File: src/design/upm_pkg.sv
// shared definitions for the UPM system controller
// control word field map, counter widths, strobe chain taps and counter state

package upm_pkg;

	// default widths, the top level overrides them
	parameter int upm_window_bits_p  = 16;
	parameter int upm_counter_bits_p = 20;

	// control word layout
	parameter int upm_window_mode_pos = 0;
	parameter int upm_start_pos       = 1;
	parameter int upm_stop_pos        = 2;
	parameter int upm_divider_lo_pos  = 3;
	parameter int upm_divider_hi_pos  = 7;
	parameter int upm_window_lo_pos   = 8;

	// 9 fixed bits plus the window count field
	function automatic int upm_ctl_width_f(input int window_bits);
		return window_bits + 9;
	endfunction

	// debug enable sits on the top bit of the control word
	function automatic int upm_debug_pos(input int window_bits);
		return window_bits + 8;
	endfunction

	typedef logic [15:0] upm_cbb_addr_t;
	typedef logic [3:0]  upm_cbb_pwr_t;
	typedef logic [15:0] upm_cbb_pwr_en_t;

	typedef enum logic [1:0] {
		CNT_IDLE = 2'd0,
		CNT_RUN  = 2'd1,
		CNT_DONE = 2'd2
	} upm_cnt_state_t;

	// taps on the load strobe chain
	parameter int upm_capture_stage  = 1;
	parameter int upm_cbb_load_stage = 6;
	parameter int upm_ctl_load_stage = 9;
	parameter int upm_update_stage   = 10;

endpackage

File: src/design/upm_cfg_capture.sv
// two flop synchronizer followed by a load enabled holding register
`timescale 1ns/10ps

module upm_cfg_capture #(
	parameter type payload_t = logic [15:0]
) (
	input  logic     dfx_upm_func_clk_cg,
	input  logic     dfx_upm_sys_rstn,
	input  logic     load_i,
	input  payload_t data_i,
	output payload_t data_o
);

	payload_t sync1_q;
	payload_t sync2_q;
	payload_t hold_q;

	always_ff @(posedge dfx_upm_func_clk_cg or negedge dfx_upm_sys_rstn) begin
		if (!dfx_upm_sys_rstn) begin
			sync1_q <= '0;
			sync2_q <= '0;
			hold_q  <= '0;
		end else begin
			// field is quasi static, sampled every cycle
			sync1_q <= data_i;
			sync2_q <= sync1_q;
			// update only on the selected strobe
			if (load_i) begin
				hold_q <= sync2_q;
			end
		end
	end

	assign data_o = hold_q;

	// held value moves only right after a load strobe
	a_hold_on_load: assert property (
		@(posedge dfx_upm_func_clk_cg) disable iff (!dfx_upm_sys_rstn)
		!$stable(data_o) |-> $past(load_i)
	);

endmodule

File: src/design/upm_event_counter.sv
// two channel event counter with prescaler, window countdown and sticky overflow
`timescale 1ns/10ps

module upm_event_counter #(
	parameter int WINDOW_BITS  = upm_pkg::upm_window_bits_p,
	parameter int COUNTER_BITS = upm_pkg::upm_counter_bits_p
) (
	input  logic                          dfx_upm_func_clk_cg,
	input  logic                          dfx_upm_sys_rstn,
	input  logic                          start_i,
	input  logic                          stop_i,
	input  logic                          window_mode_i,
	input  logic [upm_pkg::upm_divider_hi_pos-upm_pkg::upm_divider_lo_pos:0] divider_i,
	input  logic [WINDOW_BITS-1:0]        window_count_i,
	input  logic [1:0]                    event_i,
	output logic [COUNTER_BITS-1:0]       count0_o,
	output logic [COUNTER_BITS-1:0]       count1_o,
	output logic [1:0]                    overflow_o,
	output upm_pkg::upm_cnt_state_t       state_o,
	output logic                          active_o,
	output logic                          enable_o,
	output logic [WINDOW_BITS-1:0]        window_left_o
);
	import upm_pkg::*;

	localparam int DIV_W = upm_divider_hi_pos - upm_divider_lo_pos + 1;

	upm_cnt_state_t state_q;
	logic start_q;
	logic start_rise;
	logic run_en;
	logic tick;
	logic window_end;
	logic [DIV_W-1:0] presc_q;
	logic [WINDOW_BITS-1:0] window_q;
	logic [COUNTER_BITS-1:0] count_q [2];
	logic [1:0] ovf_q;

	// start edge is ignored while stop is asserted
	assign start_rise = start_i & ~start_q & ~stop_i;
	// last window cycle, or an empty window
	assign window_end = window_mode_i && (window_q <= WINDOW_BITS'(1));
	assign run_en = (state_q == CNT_RUN) && !stop_i && !(window_mode_i && window_q == '0);
	// prescaler tick every divider+1 cycles
	assign tick = run_en && (presc_q == divider_i);

	//----------------------------------------
	// state machine
	//----------------------------------------
	always_ff @(posedge dfx_upm_func_clk_cg or negedge dfx_upm_sys_rstn) begin
		if (!dfx_upm_sys_rstn) begin
			state_q <= CNT_IDLE;
			start_q <= 1'b0;
		end else begin
			start_q <= start_i;
			if (stop_i) begin
				state_q <= CNT_DONE;
			end else if (start_rise) begin
				state_q <= CNT_RUN;
			end else if (state_q == CNT_RUN && window_end) begin
				state_q <= CNT_DONE;
			end
		end
	end

	//----------------------------------------
	// prescaler, window and counters
	//----------------------------------------
	always_ff @(posedge dfx_upm_func_clk_cg or negedge dfx_upm_sys_rstn) begin
		if (!dfx_upm_sys_rstn) begin
			presc_q    <= '0;
			window_q   <= '0;
			ovf_q      <= '0;
			count_q[0] <= '0;
			count_q[1] <= '0;
		end else if (start_rise) begin
			// fresh measurement
			presc_q    <= '0;
			window_q   <= window_count_i;
			ovf_q      <= '0;
			count_q[0] <= '0;
			count_q[1] <= '0;
		end else if (run_en) begin
			presc_q <= tick ? '0 : presc_q + 1'b1;
			if (window_mode_i) begin
				window_q <= window_q - 1'b1;
			end
			for (int ch = 0; ch < 2; ch++) begin
				if (tick && event_i[ch]) begin
					count_q[ch] <= count_q[ch] + 1'b1;
					// wrap from all ones is sticky
					if (&count_q[ch]) begin
						ovf_q[ch] <= 1'b1;
					end
				end
			end
		end
	end

	assign count0_o      = count_q[0];
	assign count1_o      = count_q[1];
	assign overflow_o    = ovf_q;
	assign state_o       = state_q;
	assign active_o      = (state_q == CNT_RUN);
	assign enable_o      = start_i;
	assign window_left_o = window_q;

	// encoding 3 is unused
	a_state_legal: assert property (
		@(posedge dfx_upm_func_clk_cg) disable iff (!dfx_upm_sys_rstn)
		state_q != 2'd3
	);

endmodule

File: src/design/upm_load_sequencer.sv
// sys_en synchronizer, rising edge detect and staged load strobes
`timescale 1ns/10ps

module upm_load_sequencer (
	input  logic dfx_upm_func_clk_cg,
	input  logic dfx_upm_sys_rstn,
	input  logic sys_en_i,
	output logic en_sync_o,
	output logic cfg_capture_o,
	output logic cbb_load_o,
	output logic ctl_load_o,
	output logic cfg_update_o
);
	import upm_pkg::*;

	// sys_en pipeline, stages 1 and 2 are the metastability flops
	logic [4:1] sys_en_q;
	logic load_pulse;
	// load strobe chain, bit n is high n cycles after the load pulse
	logic [upm_update_stage:1] load_chain_q;

	always_ff @(posedge dfx_upm_func_clk_cg or negedge dfx_upm_sys_rstn) begin
		if (!dfx_upm_sys_rstn) begin
			sys_en_q     <= '0;
			load_chain_q <= '0;
		end else begin
			sys_en_q     <= {sys_en_q[3:1], sys_en_i};
			load_chain_q <= {load_chain_q[upm_update_stage-1:1], load_pulse};
		end
	end

	// rising edge of the synchronized enable
	assign load_pulse = sys_en_q[3] & ~sys_en_q[4];

	assign en_sync_o     = sys_en_q[3];
	assign cfg_capture_o = load_chain_q[upm_capture_stage];
	assign cbb_load_o    = load_chain_q[upm_cbb_load_stage];
	assign ctl_load_o    = load_chain_q[upm_ctl_load_stage];
	assign cfg_update_o  = load_chain_q[upm_update_stage];

	//----------------------------------------
	// checks
	//----------------------------------------
	// edge detect gives a single cycle pulse per enable rise
	a_load_single_cycle: assert property (
		@(posedge dfx_upm_func_clk_cg) disable iff (!dfx_upm_sys_rstn)
		load_pulse |=> !load_pulse
	);

endmodule

File: src/design/upm_result_capture.sv
// result and status registers, sampled while the enable is synchronized high
`timescale 1ns/10ps

module upm_result_capture #(
	parameter int WINDOW_BITS  = upm_pkg::upm_window_bits_p,
	parameter int COUNTER_BITS = upm_pkg::upm_counter_bits_p
) (
	input  logic                        dfx_upm_func_clk_cg,
	input  logic                        dfx_upm_sys_rstn,
	input  logic                        en_sync_i,
	input  logic [COUNTER_BITS-1:0]     count0_i,
	input  logic [COUNTER_BITS-1:0]     count1_i,
	input  logic [1:0]                  overflow_i,
	input  upm_pkg::upm_cnt_state_t     state_i,
	input  logic                        active_i,
	input  logic                        enable_i,
	input  logic [WINDOW_BITS-1:0]      window_left_i,
	output logic [2*COUNTER_BITS+1:0]   result_o,
	output logic [WINDOW_BITS+3:0]      status_o
);

	always_ff @(posedge dfx_upm_func_clk_cg or negedge dfx_upm_sys_rstn) begin
		if (!dfx_upm_sys_rstn) begin
			result_o <= '0;
			status_o <= '0;
		end else if (en_sync_i) begin
			// channel 1 in the upper half, each with its overflow on top
			result_o <= {overflow_i[1], count1_i, overflow_i[0], count0_i};
			status_o <= {active_i, enable_i, state_i, window_left_i};
		end else begin
			// nothing visible once sys_en drops
			result_o <= '0;
			status_o <= '0;
		end
	end

endmodule

File: src/design/upm_system_controller.sv
// system mode logic, manual mode hold bit and tap master synchronizer
// power select decode and gating of all system outputs
`timescale 1ns/10ps

module upm_system_controller #(
	parameter int WINDOW_BITS = upm_pkg::upm_window_bits_p
) (
	input  logic                                             dfx_upm_func_clk_cg,
	input  logic                                             dfx_upm_sys_rstn,
	input  logic                                             en_sync_i,
	input  logic                                             tap_master_mode_i,
	input  logic                                             cfg_capture_i,
	input  logic                                             cfg_update_i,
	input  logic [upm_pkg::upm_ctl_width_f(WINDOW_BITS)-1:0] sys_ctl_i,
	input  upm_pkg::upm_cbb_addr_t                           cbb_addr_i,
	input  upm_pkg::upm_cbb_pwr_t                            cbb_pwr_i,
	output logic                                             system_mode_o,
	output logic                                             window_mode_o,
	output logic                                             counter_start_o,
	output logic                                             counter_stop_o,
	output logic [upm_pkg::upm_divider_hi_pos-upm_pkg::upm_divider_lo_pos:0] clock_divider_o,
	output logic [WINDOW_BITS-1:0]                           window_count_o,
	output logic                                             debug_clk_en_o,
	output upm_pkg::upm_cbb_pwr_en_t                         cbb_pwr_en_o,
	output upm_pkg::upm_cbb_addr_t                           cbb_addr_o,
	output logic                                             cfg_capture_o,
	output logic                                             cfg_update_o
);
	import upm_pkg::*;

	logic manual_mode;
	logic hold_q;
	logic tap_master_q;
	logic sys_mode;
	upm_cbb_pwr_en_t pwr_en_dec;

	// manual mode keeps the system outputs alive after sys_en drops
	assign manual_mode = sys_ctl_i[upm_window_mode_pos] & sys_ctl_i[upm_start_pos] &
		~sys_ctl_i[upm_stop_pos];

	always_ff @(posedge dfx_upm_func_clk_cg or negedge dfx_upm_sys_rstn) begin
		if (!dfx_upm_sys_rstn) begin
			hold_q       <= 1'b0;
			tap_master_q <= 1'b0;
		end else begin
			// hold bit refreshed at the end of each load sequence
			if (cfg_update_i) begin
				hold_q <= manual_mode;
			end
			// single flop, tap master mode is quasi static
			tap_master_q <= tap_master_mode_i;
		end
	end

	assign sys_mode = ~tap_master_q & (en_sync_i | hold_q);

	// one hot decode of the power select
	assign pwr_en_dec = upm_cbb_pwr_en_t'(1) << cbb_pwr_i;

	//----------------------------------------
	// output gating, zero outside system mode
	//----------------------------------------
	assign system_mode_o   = sys_mode;
	assign window_mode_o   = sys_mode & sys_ctl_i[upm_window_mode_pos];
	assign counter_start_o = sys_mode & sys_ctl_i[upm_start_pos];
	assign counter_stop_o  = sys_mode & sys_ctl_i[upm_stop_pos];
	assign clock_divider_o = sys_mode ? sys_ctl_i[upm_divider_hi_pos:upm_divider_lo_pos] : '0;
	assign window_count_o  = sys_mode ? sys_ctl_i[upm_window_lo_pos +: WINDOW_BITS] : '0;
	assign debug_clk_en_o  = sys_mode & sys_ctl_i[upm_debug_pos(WINDOW_BITS)];
	assign cbb_pwr_en_o    = sys_mode ? pwr_en_dec : '0;
	assign cbb_addr_o      = sys_mode ? cbb_addr_i : '0;
	// load strobes are gated too
	assign cfg_capture_o   = sys_mode & cfg_capture_i;
	assign cfg_update_o    = sys_mode & cfg_update_i;

	// at most one CBB powered at a time
	a_pwr_en_onehot: assert property (
		@(posedge dfx_upm_func_clk_cg) disable iff (!dfx_upm_sys_rstn)
		$onehot0(cbb_pwr_en_o)
	);

endmodule

File: src/design/upm_top.sv
// UPM system side top level
// load sequencer, config captures, system controller, event counter, result capture
`timescale 1ns/10ps

module upm_top #(
	parameter int WINDOW_BITS  = upm_pkg::upm_window_bits_p,
	parameter int COUNTER_BITS = upm_pkg::upm_counter_bits_p
) (
	input  logic                                             dfx_upm_func_clk_cg,
	input  logic                                             dfx_upm_sys_rstn,
	input  logic                                             sys_en_i,
	input  logic                                             tap_master_mode_i,
	input  logic [upm_pkg::upm_ctl_width_f(WINDOW_BITS)-1:0] sys_ctl_i,
	input  upm_pkg::upm_cbb_addr_t                           cbb_ctrl_i,
	input  upm_pkg::upm_cbb_pwr_t                            cbb_pwr_i,
	input  logic [1:0]                                       event_i,
	output logic                                             system_mode_o,
	output logic                                             window_mode_o,
	output logic                                             counter_start_o,
	output logic                                             counter_stop_o,
	output logic [upm_pkg::upm_divider_hi_pos-upm_pkg::upm_divider_lo_pos:0] clock_divider_o,
	output logic [WINDOW_BITS-1:0]                           window_count_o,
	output logic                                             debug_clk_en_o,
	output upm_pkg::upm_cbb_pwr_en_t                         cbb_pwr_en_o,
	output upm_pkg::upm_cbb_addr_t                           cbb_addr_o,
	output logic                                             cfg_capture_o,
	output logic                                             cfg_update_o,
	output logic [2*COUNTER_BITS+1:0]                        result_o,
	output logic [WINDOW_BITS+3:0]                           status_o
);
	import upm_pkg::*;

	localparam int CTL_W = upm_ctl_width_f(WINDOW_BITS);

	// sequencer strobes
	logic en_sync;
	logic cfg_capture;
	logic cbb_load;
	logic ctl_load;
	logic cfg_update;
	// held configuration
	logic [CTL_W-1:0] sys_ctl_held;
	upm_cbb_addr_t cbb_addr_held;
	upm_cbb_pwr_t cbb_pwr_held;
	// counter outputs
	logic [COUNTER_BITS-1:0] count0;
	logic [COUNTER_BITS-1:0] count1;
	logic [1:0] overflow;
	upm_cnt_state_t cnt_state;
	logic fsm_active;
	logic fsm_enable;
	logic [WINDOW_BITS-1:0] window_left;

	upm_load_sequencer u_load_sequencer (
		.dfx_upm_func_clk_cg (dfx_upm_func_clk_cg),
		.dfx_upm_sys_rstn    (dfx_upm_sys_rstn),
		.sys_en_i            (sys_en_i),
		.en_sync_o           (en_sync),
		.cfg_capture_o       (cfg_capture),
		.cbb_load_o          (cbb_load),
		.ctl_load_o          (ctl_load),
		.cfg_update_o        (cfg_update)
	);

	//----------------------------------------
	// configuration captures
	//----------------------------------------
	// control word loads last, at stage 9
	upm_cfg_capture #(.payload_t(logic [CTL_W-1:0])) u_ctl_capture (
		.dfx_upm_func_clk_cg (dfx_upm_func_clk_cg),
		.dfx_upm_sys_rstn    (dfx_upm_sys_rstn),
		.load_i              (ctl_load),
		.data_i              (sys_ctl_i),
		.data_o              (sys_ctl_held)
	);

	upm_cfg_capture #(.payload_t(upm_cbb_addr_t)) u_addr_capture (
		.dfx_upm_func_clk_cg (dfx_upm_func_clk_cg),
		.dfx_upm_sys_rstn    (dfx_upm_sys_rstn),
		.load_i              (cbb_load),
		.data_i              (cbb_ctrl_i),
		.data_o              (cbb_addr_held)
	);

	upm_cfg_capture #(.payload_t(upm_cbb_pwr_t)) u_pwr_capture (
		.dfx_upm_func_clk_cg (dfx_upm_func_clk_cg),
		.dfx_upm_sys_rstn    (dfx_upm_sys_rstn),
		.load_i              (cbb_load),
		.data_i              (cbb_pwr_i),
		.data_o              (cbb_pwr_held)
	);

	upm_system_controller #(.WINDOW_BITS(WINDOW_BITS)) u_system_controller (
		.dfx_upm_func_clk_cg (dfx_upm_func_clk_cg),
		.dfx_upm_sys_rstn    (dfx_upm_sys_rstn),
		.en_sync_i           (en_sync),
		.tap_master_mode_i   (tap_master_mode_i),
		.cfg_capture_i       (cfg_capture),
		.cfg_update_i        (cfg_update),
		.sys_ctl_i           (sys_ctl_held),
		.cbb_addr_i          (cbb_addr_held),
		.cbb_pwr_i           (cbb_pwr_held),
		.system_mode_o       (system_mode_o),
		.window_mode_o       (window_mode_o),
		.counter_start_o     (counter_start_o),
		.counter_stop_o      (counter_stop_o),
		.clock_divider_o     (clock_divider_o),
		.window_count_o      (window_count_o),
		.debug_clk_en_o      (debug_clk_en_o),
		.cbb_pwr_en_o        (cbb_pwr_en_o),
		.cbb_addr_o          (cbb_addr_o),
		.cfg_capture_o       (cfg_capture_o),
		.cfg_update_o        (cfg_update_o)
	);

	// counter runs from the gated controller fields
	upm_event_counter #(
		.WINDOW_BITS  (WINDOW_BITS),
		.COUNTER_BITS (COUNTER_BITS)
	) u_event_counter (
		.dfx_upm_func_clk_cg (dfx_upm_func_clk_cg),
		.dfx_upm_sys_rstn    (dfx_upm_sys_rstn),
		.start_i             (counter_start_o),
		.stop_i              (counter_stop_o),
		.window_mode_i       (window_mode_o),
		.divider_i           (clock_divider_o),
		.window_count_i      (window_count_o),
		.event_i             (event_i),
		.count0_o            (count0),
		.count1_o            (count1),
		.overflow_o          (overflow),
		.state_o             (cnt_state),
		.active_o            (fsm_active),
		.enable_o            (fsm_enable),
		.window_left_o       (window_left)
	);

	upm_result_capture #(
		.WINDOW_BITS  (WINDOW_BITS),
		.COUNTER_BITS (COUNTER_BITS)
	) u_result_capture (
		.dfx_upm_func_clk_cg (dfx_upm_func_clk_cg),
		.dfx_upm_sys_rstn    (dfx_upm_sys_rstn),
		.en_sync_i           (en_sync),
		.count0_i            (count0),
		.count1_i            (count1),
		.overflow_i          (overflow),
		.state_i             (cnt_state),
		.active_i            (fsm_active),
		.enable_i            (fsm_enable),
		.window_left_i       (window_left),
		.result_o            (result_o),
		.status_o            (status_o)
	);

endmodule

File: config.mk
export PLATFORM = sky130hd
export DESIGN_NAME = upm_top
export DESIGN_NICKNAME = d
export VERILOG_FILES = /design/src/design/upm_pkg.sv /design/src/design/upm_cfg_capture.sv /design/src/design/upm_event_counter.sv /design/src/design/upm_load_sequencer.sv /design/src/design/upm_result_capture.sv /design/src/design/upm_system_controller.sv /design/src/design/upm_top.sv
export SDC_FILE = /design/constraint.sdc
export NUM_CORES = 1
export LEC_CHECK = 0
export ABC_CLOCK_PERIOD_IN_PS = 3900
export CORE_AREA = 2 2 126 219
export CTS_CLUSTER_SIZE = 28
export DETAILED_ROUTE_END_ITERATION = 7
export DIE_AREA = 0 0 128 221
export DONT_BUFFER_PORTS = 1
export GPL_TIMING_DRIVEN = 0
export SLEW_MARGIN = 20
export SYNTH_ARGS = -nofsm -noshare
export SYNTH_HDL_FRONTEND = slang
export SYNTH_SLANG_ARGS = --single-unit
File: constraint.sdc
create_clock -name dfx_upm_func_clk_cg -period 3.9 [get_ports dfx_upm_func_clk_cg]
set_input_delay 0.585 -clock dfx_upm_func_clk_cg [delete_from_list [all_inputs] [get_ports dfx_upm_func_clk_cg]]
set_output_delay 0.585 -clock dfx_upm_func_clk_cg [all_outputs]
set_load 0.05 [all_outputs]
# Yosys cells after proc, flatten, opt, wreduce, memory -nomap -nowiden
# Cells that the tools add are included.
# classes
n_addsub	4
magnitude_cmp	1
n_eq_ne	2
n_shift	1
n_mux	25
bitwise_logic	18
reduce_logical	25
# op_table
op	n
$mux 16	6
$mux 40	2
$mux 20	3
$mux 42	1
$add 20x1->20 const B	2
$reduce_and 20->1	2
$mux 5	4
$le 16x1->1 const B	1
$logic_not 16->1	1
$shl 1x4->16 const A	1
$sub 16x1->16 const B	1
$and 1x1->1	12
$reduce_bool 2->1	6
$mux 2	5
$logic_and 1x1->1	8
$reduce_and 2->1	3
$reduce_and 3->1	2
$add 5x1->5 const B	1
$eq 5x5->1	1
$not 1->1	5
$mux 1	4
$reduce_bool 3->1	1
$eq 2x1->1 const B	1
$logic_not 1->1	2
$or 1x1->1	1
# totals
regBits	279
in_bits	51
output_inout_bits	122

# Depth between registers and ports, before layout
# Gate-level depths: netlist (run 1).
# depth
word_depth	11
mapped_depth	12
ltp_nobuf	7

# Cells and area by module
# A second synthesis (run 1) with hierarchy kept.
# hier_totals
hier_cells	824
hier_area_um2	10831.6
# by_module_without_submodules
module	instances	cells_per_inst	area_each_um2	seq_area_each_um2
upm_event_counter	1	416	3803.6	1651.6
upm_cfg_capture at u_ctl_capture	1	103	2284.7	1876.8
upm_result_capture	1	130	2047.0	1551.5
upm_cfg_capture at u_addr_capture	1	66	1450.1	1201.2
upm_system_controller	1	78	536.8	50.0
upm_load_sequencer	1	15	364.1	350.3
upm_cfg_capture at u_pwr_capture	1	16	345.3	300.3

# Least setup slack after synthesis (run 1)
# OpenSTA, ideal clock, no wires.
# synth_timing
path_kind	flip-flop to output port
startpoint	register u_load_sequencer.sys_en_q[3] in the netlist's numbering
endpoint	output port cbb_pwr_en_o[1]
arrival_time_ns	2.226
path_slack_ns	1.089
path_stages_with_launch	8
path_cell_list	dfrtp_1 buf_6 o21bai_4 inv_2 buf_6 clkbuf_1 nand3b_1 nor3_1
# synth_via
elab_chain_cells	3
# synth_rtl
item	line_no	rtl
start, declared	upm_load_sequencer.sv:17	logic [4:1] sys_en_q;
start signal, assigned	upm_load_sequencer.sv:27	sys_en_q <= {sys_en_q[3:1], sys_en_i};
$or 1x1->1	upm_system_controller.sv:55	assign sys_mode = ~tap_master_q & (en_sync_i | hold_q);
$and 1x1->1	upm_system_controller.sv:55	
$mux 16	upm_system_controller.sv:70	assign cbb_pwr_en_o = sys_mode ? pwr_en_dec : '0;
end, declared	upm_top.sv:24	output upm_pkg::upm_cbb_pwr_en_t cbb_pwr_en_o,
# Every way passes these cells.

# Worst setup path in the final report (run 1)
# layout_timing
startpoint	register u_load_sequencer.sys_en_q[3] in the netlist's numbering
endpoint	output port clock_divider_o[2] in the netlist's numbering
# layout_via
elab_chain_cells	3
# layout_rtl
item	line_no	rtl
$or 1x1->1	upm_system_controller.sv:55	
$and 1x1->1	upm_system_controller.sv:55	
net system_mode_o	upm_top.sv:17	output logic system_mode_o,
$mux 5	upm_system_controller.sv:67	assign clock_divider_o = sys_mode ? sys_ctl_i[upm_divider_hi_pos:upm_divider_lo_pos] : '0;
end, declared	upm_top.sv:21	output logic [upm_pkg::upm_divider_hi_pos-upm_pkg::upm_divider_lo_pos:0] clock_divider_o,
# The timed path passes the listed nets, and every way through them passes these cells.

==> results of run 1 <==
per-layer routing:
layer | track usage | part of all wire | wire length (um) | vias to the layer above
li1 | - | - | - | 2935
met1 | 0.197 | 0.38 | 8710 | 3162
met4 | 0.0642 | 0.032 | 722 | 0
met2 | 0.293 | 0.54 | 12200 | 164
met5 | 0 | 0 | 0 | -
met3 | 0.0307 | 0.049 | 1120 | 44
stage by stage:
stage	instances	instance area [um2]	utilization	power, mW
floorplan	834	10400	-	4.28
global placement	1158	10800	0.409	4.49
detailed placement	1158	10800	0.409	4.51
CTS	1206	11700	0.444	7.21
global route	1206	11800	0.444	7.42
finish	1206	11800	0.444	7.09
cells by family after synthesis:
logic type	Yosys count	share of synthesized area
AND/OR/NAND/NOR	321	0.174
multiplexers	46	0.0497
buffers and inverters	51	0.0225
flip-flops	279	0.670
XOR/XNOR	16	0.0142
adder cells (fa/ha/maj)	6	0.00720
AO/OA/AOI/OAI	115	0.0626
worst max-delay path by stage:
stage,startpoint,end,slack (ns)
floorplan,u_load_sequencer.sys_en_q[3],cbb_pwr_en_o[1],1.09
detailed placement,u_load_sequencer.sys_en_q[3],clock_divider_o[2],0.40
global placement,u_load_sequencer.sys_en_q[3],clock_divider_o[2],0.43
finish,u_load_sequencer.sys_en_q[3],clock_divider_o[2],0.29
global route,u_load_sequencer.sys_en_q[3],clock_divider_o[2],0.11
CTS,u_load_sequencer.sys_en_q[3],clock_divider_o[2],0.16
worst max-delay path, stage by stage, from the launching register on:
cell and delay (ns):
dfrtp_1 0.36, buf_6 0.19, o21bai_4 0.12, inv_2 0.14, buf_6 0.17, clkbuf_1 0.41, clkbuf_2 0.52, and2_1 0.57
sequential cells by signal, indices dropped and copies added (netlist names), 5 cells and up:
register and flops:
u_addr_capture.data_o 16, u_addr_capture.sync1_q 16, u_addr_capture.sync2_q 16, u_ctl_capture.data_o 25
u_ctl_capture.sync1_q 25, u_ctl_capture.sync2_q 25, u_event_counter.count0_o 20, u_event_counter.count1_o 20
u_event_counter.presc_q 5, u_event_counter.window_left_o 16, u_load_sequencer.load_chain_q 10, u_result_capture.result_o 42
u_result_capture.status_o 20
placed cells by master, fill, tap and decap left out, drive strengths merged, types with 2 or more instances in the layout:
cell type,count
nand2b,3
inv,12
nor4b,3
o21ai,36
o22a,2
dfrtp,279
nand2,40
or4,13
buf,9
nor2,41
nand3,27
nand3b,3
nor2b,2
mux2,46
o31ai,11
or3,26
nand4,10
nor4,9
and2,103
nand4b,5
clkinv,7
xnor2,15
and4,3
a21oi,58
ha,6
clkbuf,65
clkinvlp,3
bufinv,3
nor3,13
and3,18
final cells by class:
class	instances	area [um2]
Buffer	39	190
Clock buffer	35	746
Clock inverter	13	155
Fill cell	2427	14700
Inverter	12	45.0
Multi-Input combinational cell	504	3230
Sequential cell	279	6980
Tap cell	324	405
power breakdown:
part | total, mW | internal (mW) | switching (mW)
registers | 3.70 | 3.20 | 0.498
logic | 0.752 | 0.294 | 0.459
clock network | 2.64 | 1.55 | 1.09
what timing repair did:
action                                 in CTS  in global routing
setup endpoints to repair                   9                  0
endpoints found under the hold margin     279                279
gates resized for setup                     1                  0
setup buffers                               0                  0
==> flow_summary.yaml, run 1 <==
outcome:
  status: "finished, violations left"
  violations: "negative hold slack"
place:
  io_buffers: 0
  gp_congestion: 0.795
  hpwlAfterDp_um: 15400
  pre_cts_ws_ns: 0.400
global_route:
  grt_pass1_wl_um: 36700
  grt_pass1_vias: 6423
  gr-total-overflow: 0
  grt_max_degree: 280
  grt_usage: 0.166
  antenna_found_initial: 2
clock_network:
  cts_max_level: 1
  cts_buffers: 26
  cts_tree: "done"
  ctsLongestPathBuffers: 3
  clock_latency_ns: 0.54
  path_clk_slew_ns: 0.06
  cts_root_buf: "clkbuf_16"
  cts_sinks: 279
detailed_routing:
  drc_errors: 0
  avgViaCountPerCell: 5.23
  drtPass1Iterations: 4
  drt-initial-drc-count: 503
  vias: 6305
  final_antenna_net_count: 0
  wl_per_cell_um: 18.9
  drt-total-wl_um: 22800
synth:
  synth.distinct_cells: 43
  synth.most_common_cell: "dfrtp_1"
  syn_avg_cell_area_um2: 12.5
  netlist_top_cells_count: "dfrtp_1, and2_1, a21oi_1, mux2_2, nor2_1"
  synth-warning-count: 0
  synth_top_cell_area_share: 0.670
  ys.flop_type: "dfrtp_1"
  synth_area_leader_cell: "dfrtp_1"
  syn_area_um2: 10400
  syn_inst: 834
  synth_enable_flop_cells: 0
  ys_top_cells_by_area: "dfrtp_1, and2_1, mux2_2"
  ys_seq_elements: 279
  syn_nets: 891
  ys_async_sr_fraction: 1.00
  seq_area_frac_synth: 0.670
timing:
  setup_viol: 0
  fin_setup_tns_ns: 0
  hold_viol_final: 279
  fin_skew_ns: 0.00925
  slew_viol_final: 0
  fin_ws_ns: 0.288
  final.period_utilization: 0.926
  rsz0062_at_grt: "false"
  slew_headroom: 0.401
  worstMarginPinSlew_ns: 0.895
  post-route-min-period_ns: 3.61
  whs_ns: -0.257
  fmax_mhz: 277
floorplan:
  ioPinCount: 173
  die_area_um2: 28300
  core_area_um2: 26500
  die-width_um: 128
  num_rows: 79
  initial_core_util: 0.393
  die_h_um: 221
power_and_ir_drop:
  power_leakage_nw: 5.08
  ir_worst_vdd_v: 0.000506
  powerDensity_nw_per_um2: 603
cells_and_area:
  area_delta_synth_final_pct: 12.8
  diodes: 0
  layout-drive-gt1-share: 0.128
  final_nets: 919
setup_path:
  worstReg2RegEnd: "u_event_counter.window_left_o[9]"
  timing.rr.start: "u_ctl_capture.data_o[0]"
  worst-path-max-fanout: 10
  cp-start-kind: "flip-flop"
  r2r_cells: 7
  crit_type: "reg2out"
  critPathArrivalTime_ns: 3.03
  end_kind: "output port"
  r2r_setup_slack_ns: 0.94
  crit_required_ns: 3.31
flow_run:
  maxCapViolations: 0
min_path:
  hold_path_class: "in2async"
(Power assumes the default switching activity.)
==> inputs of run 2 (changes only) <==
Settings changed: CORE_AREA 2 2 126 219 to 2 2 165 167, DIE_AREA 0 0 128 221 to 0 0 167 169.
==> flow_summary.yaml, run 2 (synthesis gave the netlist of run 1 again) <==
outcome:
  status: "finished, violations left"
  violations: "negative hold slack"
cells_and_area:
  final_common_cell: "dfrtp_1"
  diodes: 0
  largest_reg_flops: 42
  final_cell_mix: "dfrtp_1, and2_1, a21oi_1"
  largest_register: "u_result_capture.result_o"
  final_nets: 923
  area_delta_synth_final_pct: 15.0
  layout-drive-gt1-share: 0.136
  num-fill-cells: 2407
place:
  io_buffers: 0
  gp_congestion: 0.817
  hpwlAfterDp_um: 14500
  pre_cts_ws_ns: 0.538
flow_run:
  maxCapViolations: 0
clock_network:
  cts_buffers: 30
  ctsLongestPathBuffers: 3
  cts_setup_buffers: 0
  cts_root_buf: "clkbuf_16"
  cts_sinks: 279
  clock_latency_ns: 0.54
  cts_tree: "done"
  cts_max_level: 1
  path_clk_slew_ns: 0.06
global_route:
  grt_pass1_wl_um: 35100
  grt_pass1_vias: 6135
  grt_max_degree: 280
  grt_usage: 0.156
  antenna_found_initial: 0
  gr-total-overflow: 0
detailed_routing:
  drt-total-wl_um: 22100
  wl_met2_um: 10400
  vias: 6226
  drtPass1Iterations: 4
  met3WireLength_um: 1400
  final_antenna_net_count: 0
  drt-initial-drc-count: 355
  top_layer_used: "met4"
  wl_per_cell_um: 18.0
  wl_met1_um: 9920
  drc_errors: 0
  avgViaCountPerCell: 5.07
timing:
  fmax_mhz: 273
  fin_skew_ns: 0.00716
  slew_headroom: 0.403
  final.period_utilization: 0.940
  rsz0062_at_grt: "false"
  fin_ws_ns: 0.235
  worstMarginPinSlew_ns: 0.893
  fin_setup_tns_ns: 0
  setup_viol: 0
  slew_viol_final: 0
  whs_ns: -0.248
  post-route-min-period_ns: 3.67
  hold_viol_final: 279
setup_path:
  crit_type: "reg2out"
  cp-start-kind: "flip-flop"
  worst-path-max-fanout: 10
  crit_required_ns: 3.31
  end_kind: "output port"
  critPathArrivalTime_ns: 3.08
floorplan:
  die_h_um: 169
  initial_core_util: 0.393
  ioPinCount: 173
  core_area_um2: 26500
  die_area_um2: 28200
  die-width_um: 167
  num_rows: 60
power_and_ir_drop:
  ir_worst_vdd_v: 0.000413
  powerDensity_nw_per_um2: 630
  power_leakage_nw: 5.19
min_path:
  hold_path_class: "in2async"
==> run 2: changes by cell type in the layout (fill, tap and decap cells not counted), sizes merged <==
cell      change
clkinv        -1
inv           +1
clkbuf        +4
bufinv        +3
clkinvlp      -2
==> run 2: what timing repair did <==
action,in CTS,in global routing
endpoints found under the hold margin,279,279
setup endpoints to repair,9,0
resized for setup,1,0
==> run 2: area by class of cell <==
class	count	area, um2	area share
Buffer	39	190	0.0159
Clock inverter	14	230	0.0192
Clock buffer	39	876	0.0731
Tap cell	341	427	0.0356
Multi-Input combinational cell	504	3230	0.270
Sequential cell	279	6980	0.583
Inverter	12	45.0	0.00376
==> run 2: routing by layer <==
layer | up-vias | global-route usage
met2 | 154 | 0.249
met3 | 28 | 0.0390
li1 | 2944 | -
met1 | 3100 | 0.217
met4 | 0 | 0.0371
met5 | - | 0
==> run 2: critical path, stage by stage, from the launching register on <==
cell      delay [ns]
dfrtp_1         0.35
buf_6           0.20
o21bai_4        0.12
inv_2           0.13
buf_6           0.17
clkbuf_1        0.51
nand3b_1        0.29
nor2_1          0.76
==> run 2: worst paths after layout <==
check	start	endpoint	slack [ns]	cells after the start
worst max register to register	u_ctl_capture.data_o[0]	u_event_counter.window_left_o[7]	0.92	7
min in group dfx_upm_func_clk_cg	cbb_ctrl_i[10]	u_addr_capture.sync1_q[10]	0.06	0
max in group asynchronous	dfx_upm_sys_rstn	u_event_counter.window_left_o[0]	3.64	0
worst min register to register	u_load_sequencer.sys_en_q[2]	u_load_sequencer.sys_en_q[3]	0.34	0
worst max-delay path	u_load_sequencer.sys_en_q[3]	cbb_pwr_en_o[5]	0.23	7
worst min-delay path	dfx_upm_sys_rstn	u_result_capture.result_o[8]	-0.25	0
==> run 2: where the power goes <==
| group | leakage, nW | internal [mW] | switching, mW |
|---|---|---|---|
| Sequential | 3.48 | 3.21 | 0.502 |
| Combinational | 1.16 | 0.293 | 0.453 |
| Clock | 0.547 | 1.97 | 1.12 |
==> run 2: per-stage QoR <==
| step | area (um2) | utilization | cells | power [mW] | hold slack [ns] |
|---|---|---|---|---|---|
| finish | 12000 | 0.452 | 1228 | 7.54 | -0.248 |
| global route | 12000 | 0.452 | 1228 | 7.88 | -0.287 |
| CTS | 12000 | 0.452 | 1228 | 7.66 | -0.291 |
| detailed placement | 10900 | 0.410 | 1175 | 4.51 | 0.302 |
| global placement | 10800 | 0.409 | 1175 | 4.49 | 0.302 |
| floorplan | 10400 | - | 834 | 4.28 | 0.289 |
==> inputs of run 3 (changes only) <==
Settings changed: HOLD_SLACK_MARGIN set to 0.06.
==> flow_summary.yaml, run 3 (synthesis gave the netlist of run 1 again) <==
clock_network:
  clock_latency_ns: 0.54
  cts_max_level: 1
  cts_sinks: 279
  cts_setup_buffers: 0
  ctsLongestPathBuffers: 3
  path_clk_slew_ns: 0.06
  cts_root_buf: "clkbuf_16"
  cts_buffers: 30
  cts_tree: "done"
  postCtsHoldBufs: 47
global_route:
  grt_pass1_wl_um: 35600
  gr-total-overflow: 0
  grt_pass1_vias: 6325
  grt_max_degree: 280
  antenna_found_initial: 0
  grt_usage: 0.158
cells_and_area:
  final_nets: 970
  multi_input_area_um2: 3230
  largest_register: "u_result_capture.result_o"
  diodes: 0
  final_common_cell: "dfrtp_1"
  num-fill-cells: 2367
  area_delta_synth_final_pct: 19.5
  seq_area_um2: 6980
  layout-drive-gt1-share: 0.130
  final_cell_mix: "dfrtp_1, and2_1, a21oi_1"
  largest_reg_flops: 42
setup_path:
  worst-path-max-fanout: 10
  critPathArrivalTime_ns: 3.09
  cp-start-kind: "flip-flop"
  crit_required_ns: 3.31
  end_kind: "output port"
  worstReg2RegEnd: "u_event_counter.window_left_o[7]"
  crit_type: "reg2out"
  timing.rr.start: "u_ctl_capture.data_o[0]"
  r2r_setup_slack_ns: 0.91
  r2r_cells: 7
timing:
  whs_ns: -0.249
  hold_viol_final: 279
  fin_setup_tns_ns: 0
  worstMarginPinSlew_ns: 0.896
  rsz0062_at_grt: "false"
  slew_headroom: 0.401
  final.period_utilization: 0.943
  slew_viol_final: 0
  post-route-min-period_ns: 3.68
  fmax_mhz: 272
  setup_viol: 0
  fin_skew_ns: 0.00746
place:
  hpwlAfterDp_um: 14500
  gp_congestion: 0.817
  io_buffers: 0
detailed_routing:
  vias: 6426
  drt-total-wl_um: 22300
  final_antenna_net_count: 0
  avgViaCountPerCell: 5.04
  drc_errors: 0
  drt-initial-drc-count: 332
  wl_per_cell_um: 17.5
  drtPass1Iterations: 5
outcome:
  status: "finished, violations left"
  violations: "negative hold slack"
floorplan:
  die-width_um: 167
  core_area_um2: 26500
  ioPinCount: 173
  die_area_um2: 28200
  initial_core_util: 0.393
  die_h_um: 169
  num_rows: 60
power_and_ir_drop:
  power_leakage_nw: 5.39
  ir_worst_vdd_v: 0.000420
  powerDensity_nw_per_um2: 609
min_path:
  hold_path_class: "in2async"
flow_run:
  maxCapViolations: 0
==> run 3: timing repair <==
item	in CTS	in global routing
gates resized for setup	1	0
endpoints found under the hold margin	326	279
setup endpoints to repair	9	0
==> run 3: worst max-delay path, stage by stage (launching register included) <==
cell and delay [ns]:
dfrtp_1 0.35, buf_6 0.20, o21bai_4 0.12, inv_2 0.13, buf_6 0.17, clkbuf_1 0.51, nand3b_1 0.29, nor2_1 0.76
==> run 3: metrics by stage <==
step / utilization / total power, mW / area [um2] / worst slack (ns) / instances
global placement: 0.409 / 4.49 / 10800 / 0.376 / 1175
global route: 0.470 / 7.92 / 12500 / 0.0454 / 1275
CTS: 0.470 / 7.70 / 12500 / 0.141 / 1275
floorplan: - / 4.28 / 10400 / 1.09 / 834
detailed placement: 0.410 / 4.51 / 10900 / 0.538 / 1175
finish: 0.470 / 7.58 / 12500 / 0.222 / 1275
==> run 3: report_power, final <==
group          total (mW)  internal [mW]  switching, mW
Combinational       0.783          0.324          0.459
Sequential           3.71           3.21          0.502
Clock                3.09           1.97           1.12
==> run 3: layout make-up <==
| class | count | area share |
|---|---|---|
| Timing Repair Buffer | 47 | 0.0378 |
| Buffer | 39 | 0.0153 |
| Inverter | 12 | 0.00362 |
| Multi-Input combinational cell | 504 | 0.259 |
| Clock inverter | 14 | 0.0185 |
| Clock buffer | 39 | 0.0703 |
| Tap cell | 341 | 0.0343 |
| Sequential cell | 279 | 0.561 |
==> run 3: how the worst max path moves through the flow <==
stage / slack [ns] / from / cells after the start / end
floorplan: 1.09 / u_load_sequencer.sys_en_q[3] / 7 / cbb_pwr_en_o[1]
global placement: 0.38 / u_load_sequencer.sys_en_q[3] / 7 / cbb_pwr_en_o[1]
detailed placement: 0.54 / u_load_sequencer.sys_en_q[3] / 7 / clock_divider_o[3]
CTS: 0.14 / u_load_sequencer.sys_en_q[3] / 7 / cbb_pwr_en_o[9]
global route: 0.05 / u_load_sequencer.sys_en_q[3] / 7 / cbb_pwr_en_o[9]
finish: 0.22 / u_load_sequencer.sys_en_q[3] / 7 / cbb_pwr_en_o[5]
==> run 3: metal layers <==
layer | wire length [um] | up-vias | track usage
met1 | 10100 | 3191 | 0.220
met4 | 320 | 0 | 0.0379
met5 | 0 | - | 0
li1 | - | 3045 | -
met2 | 10500 | 162 | 0.251
met3 | 1380 | 28 | 0.0395
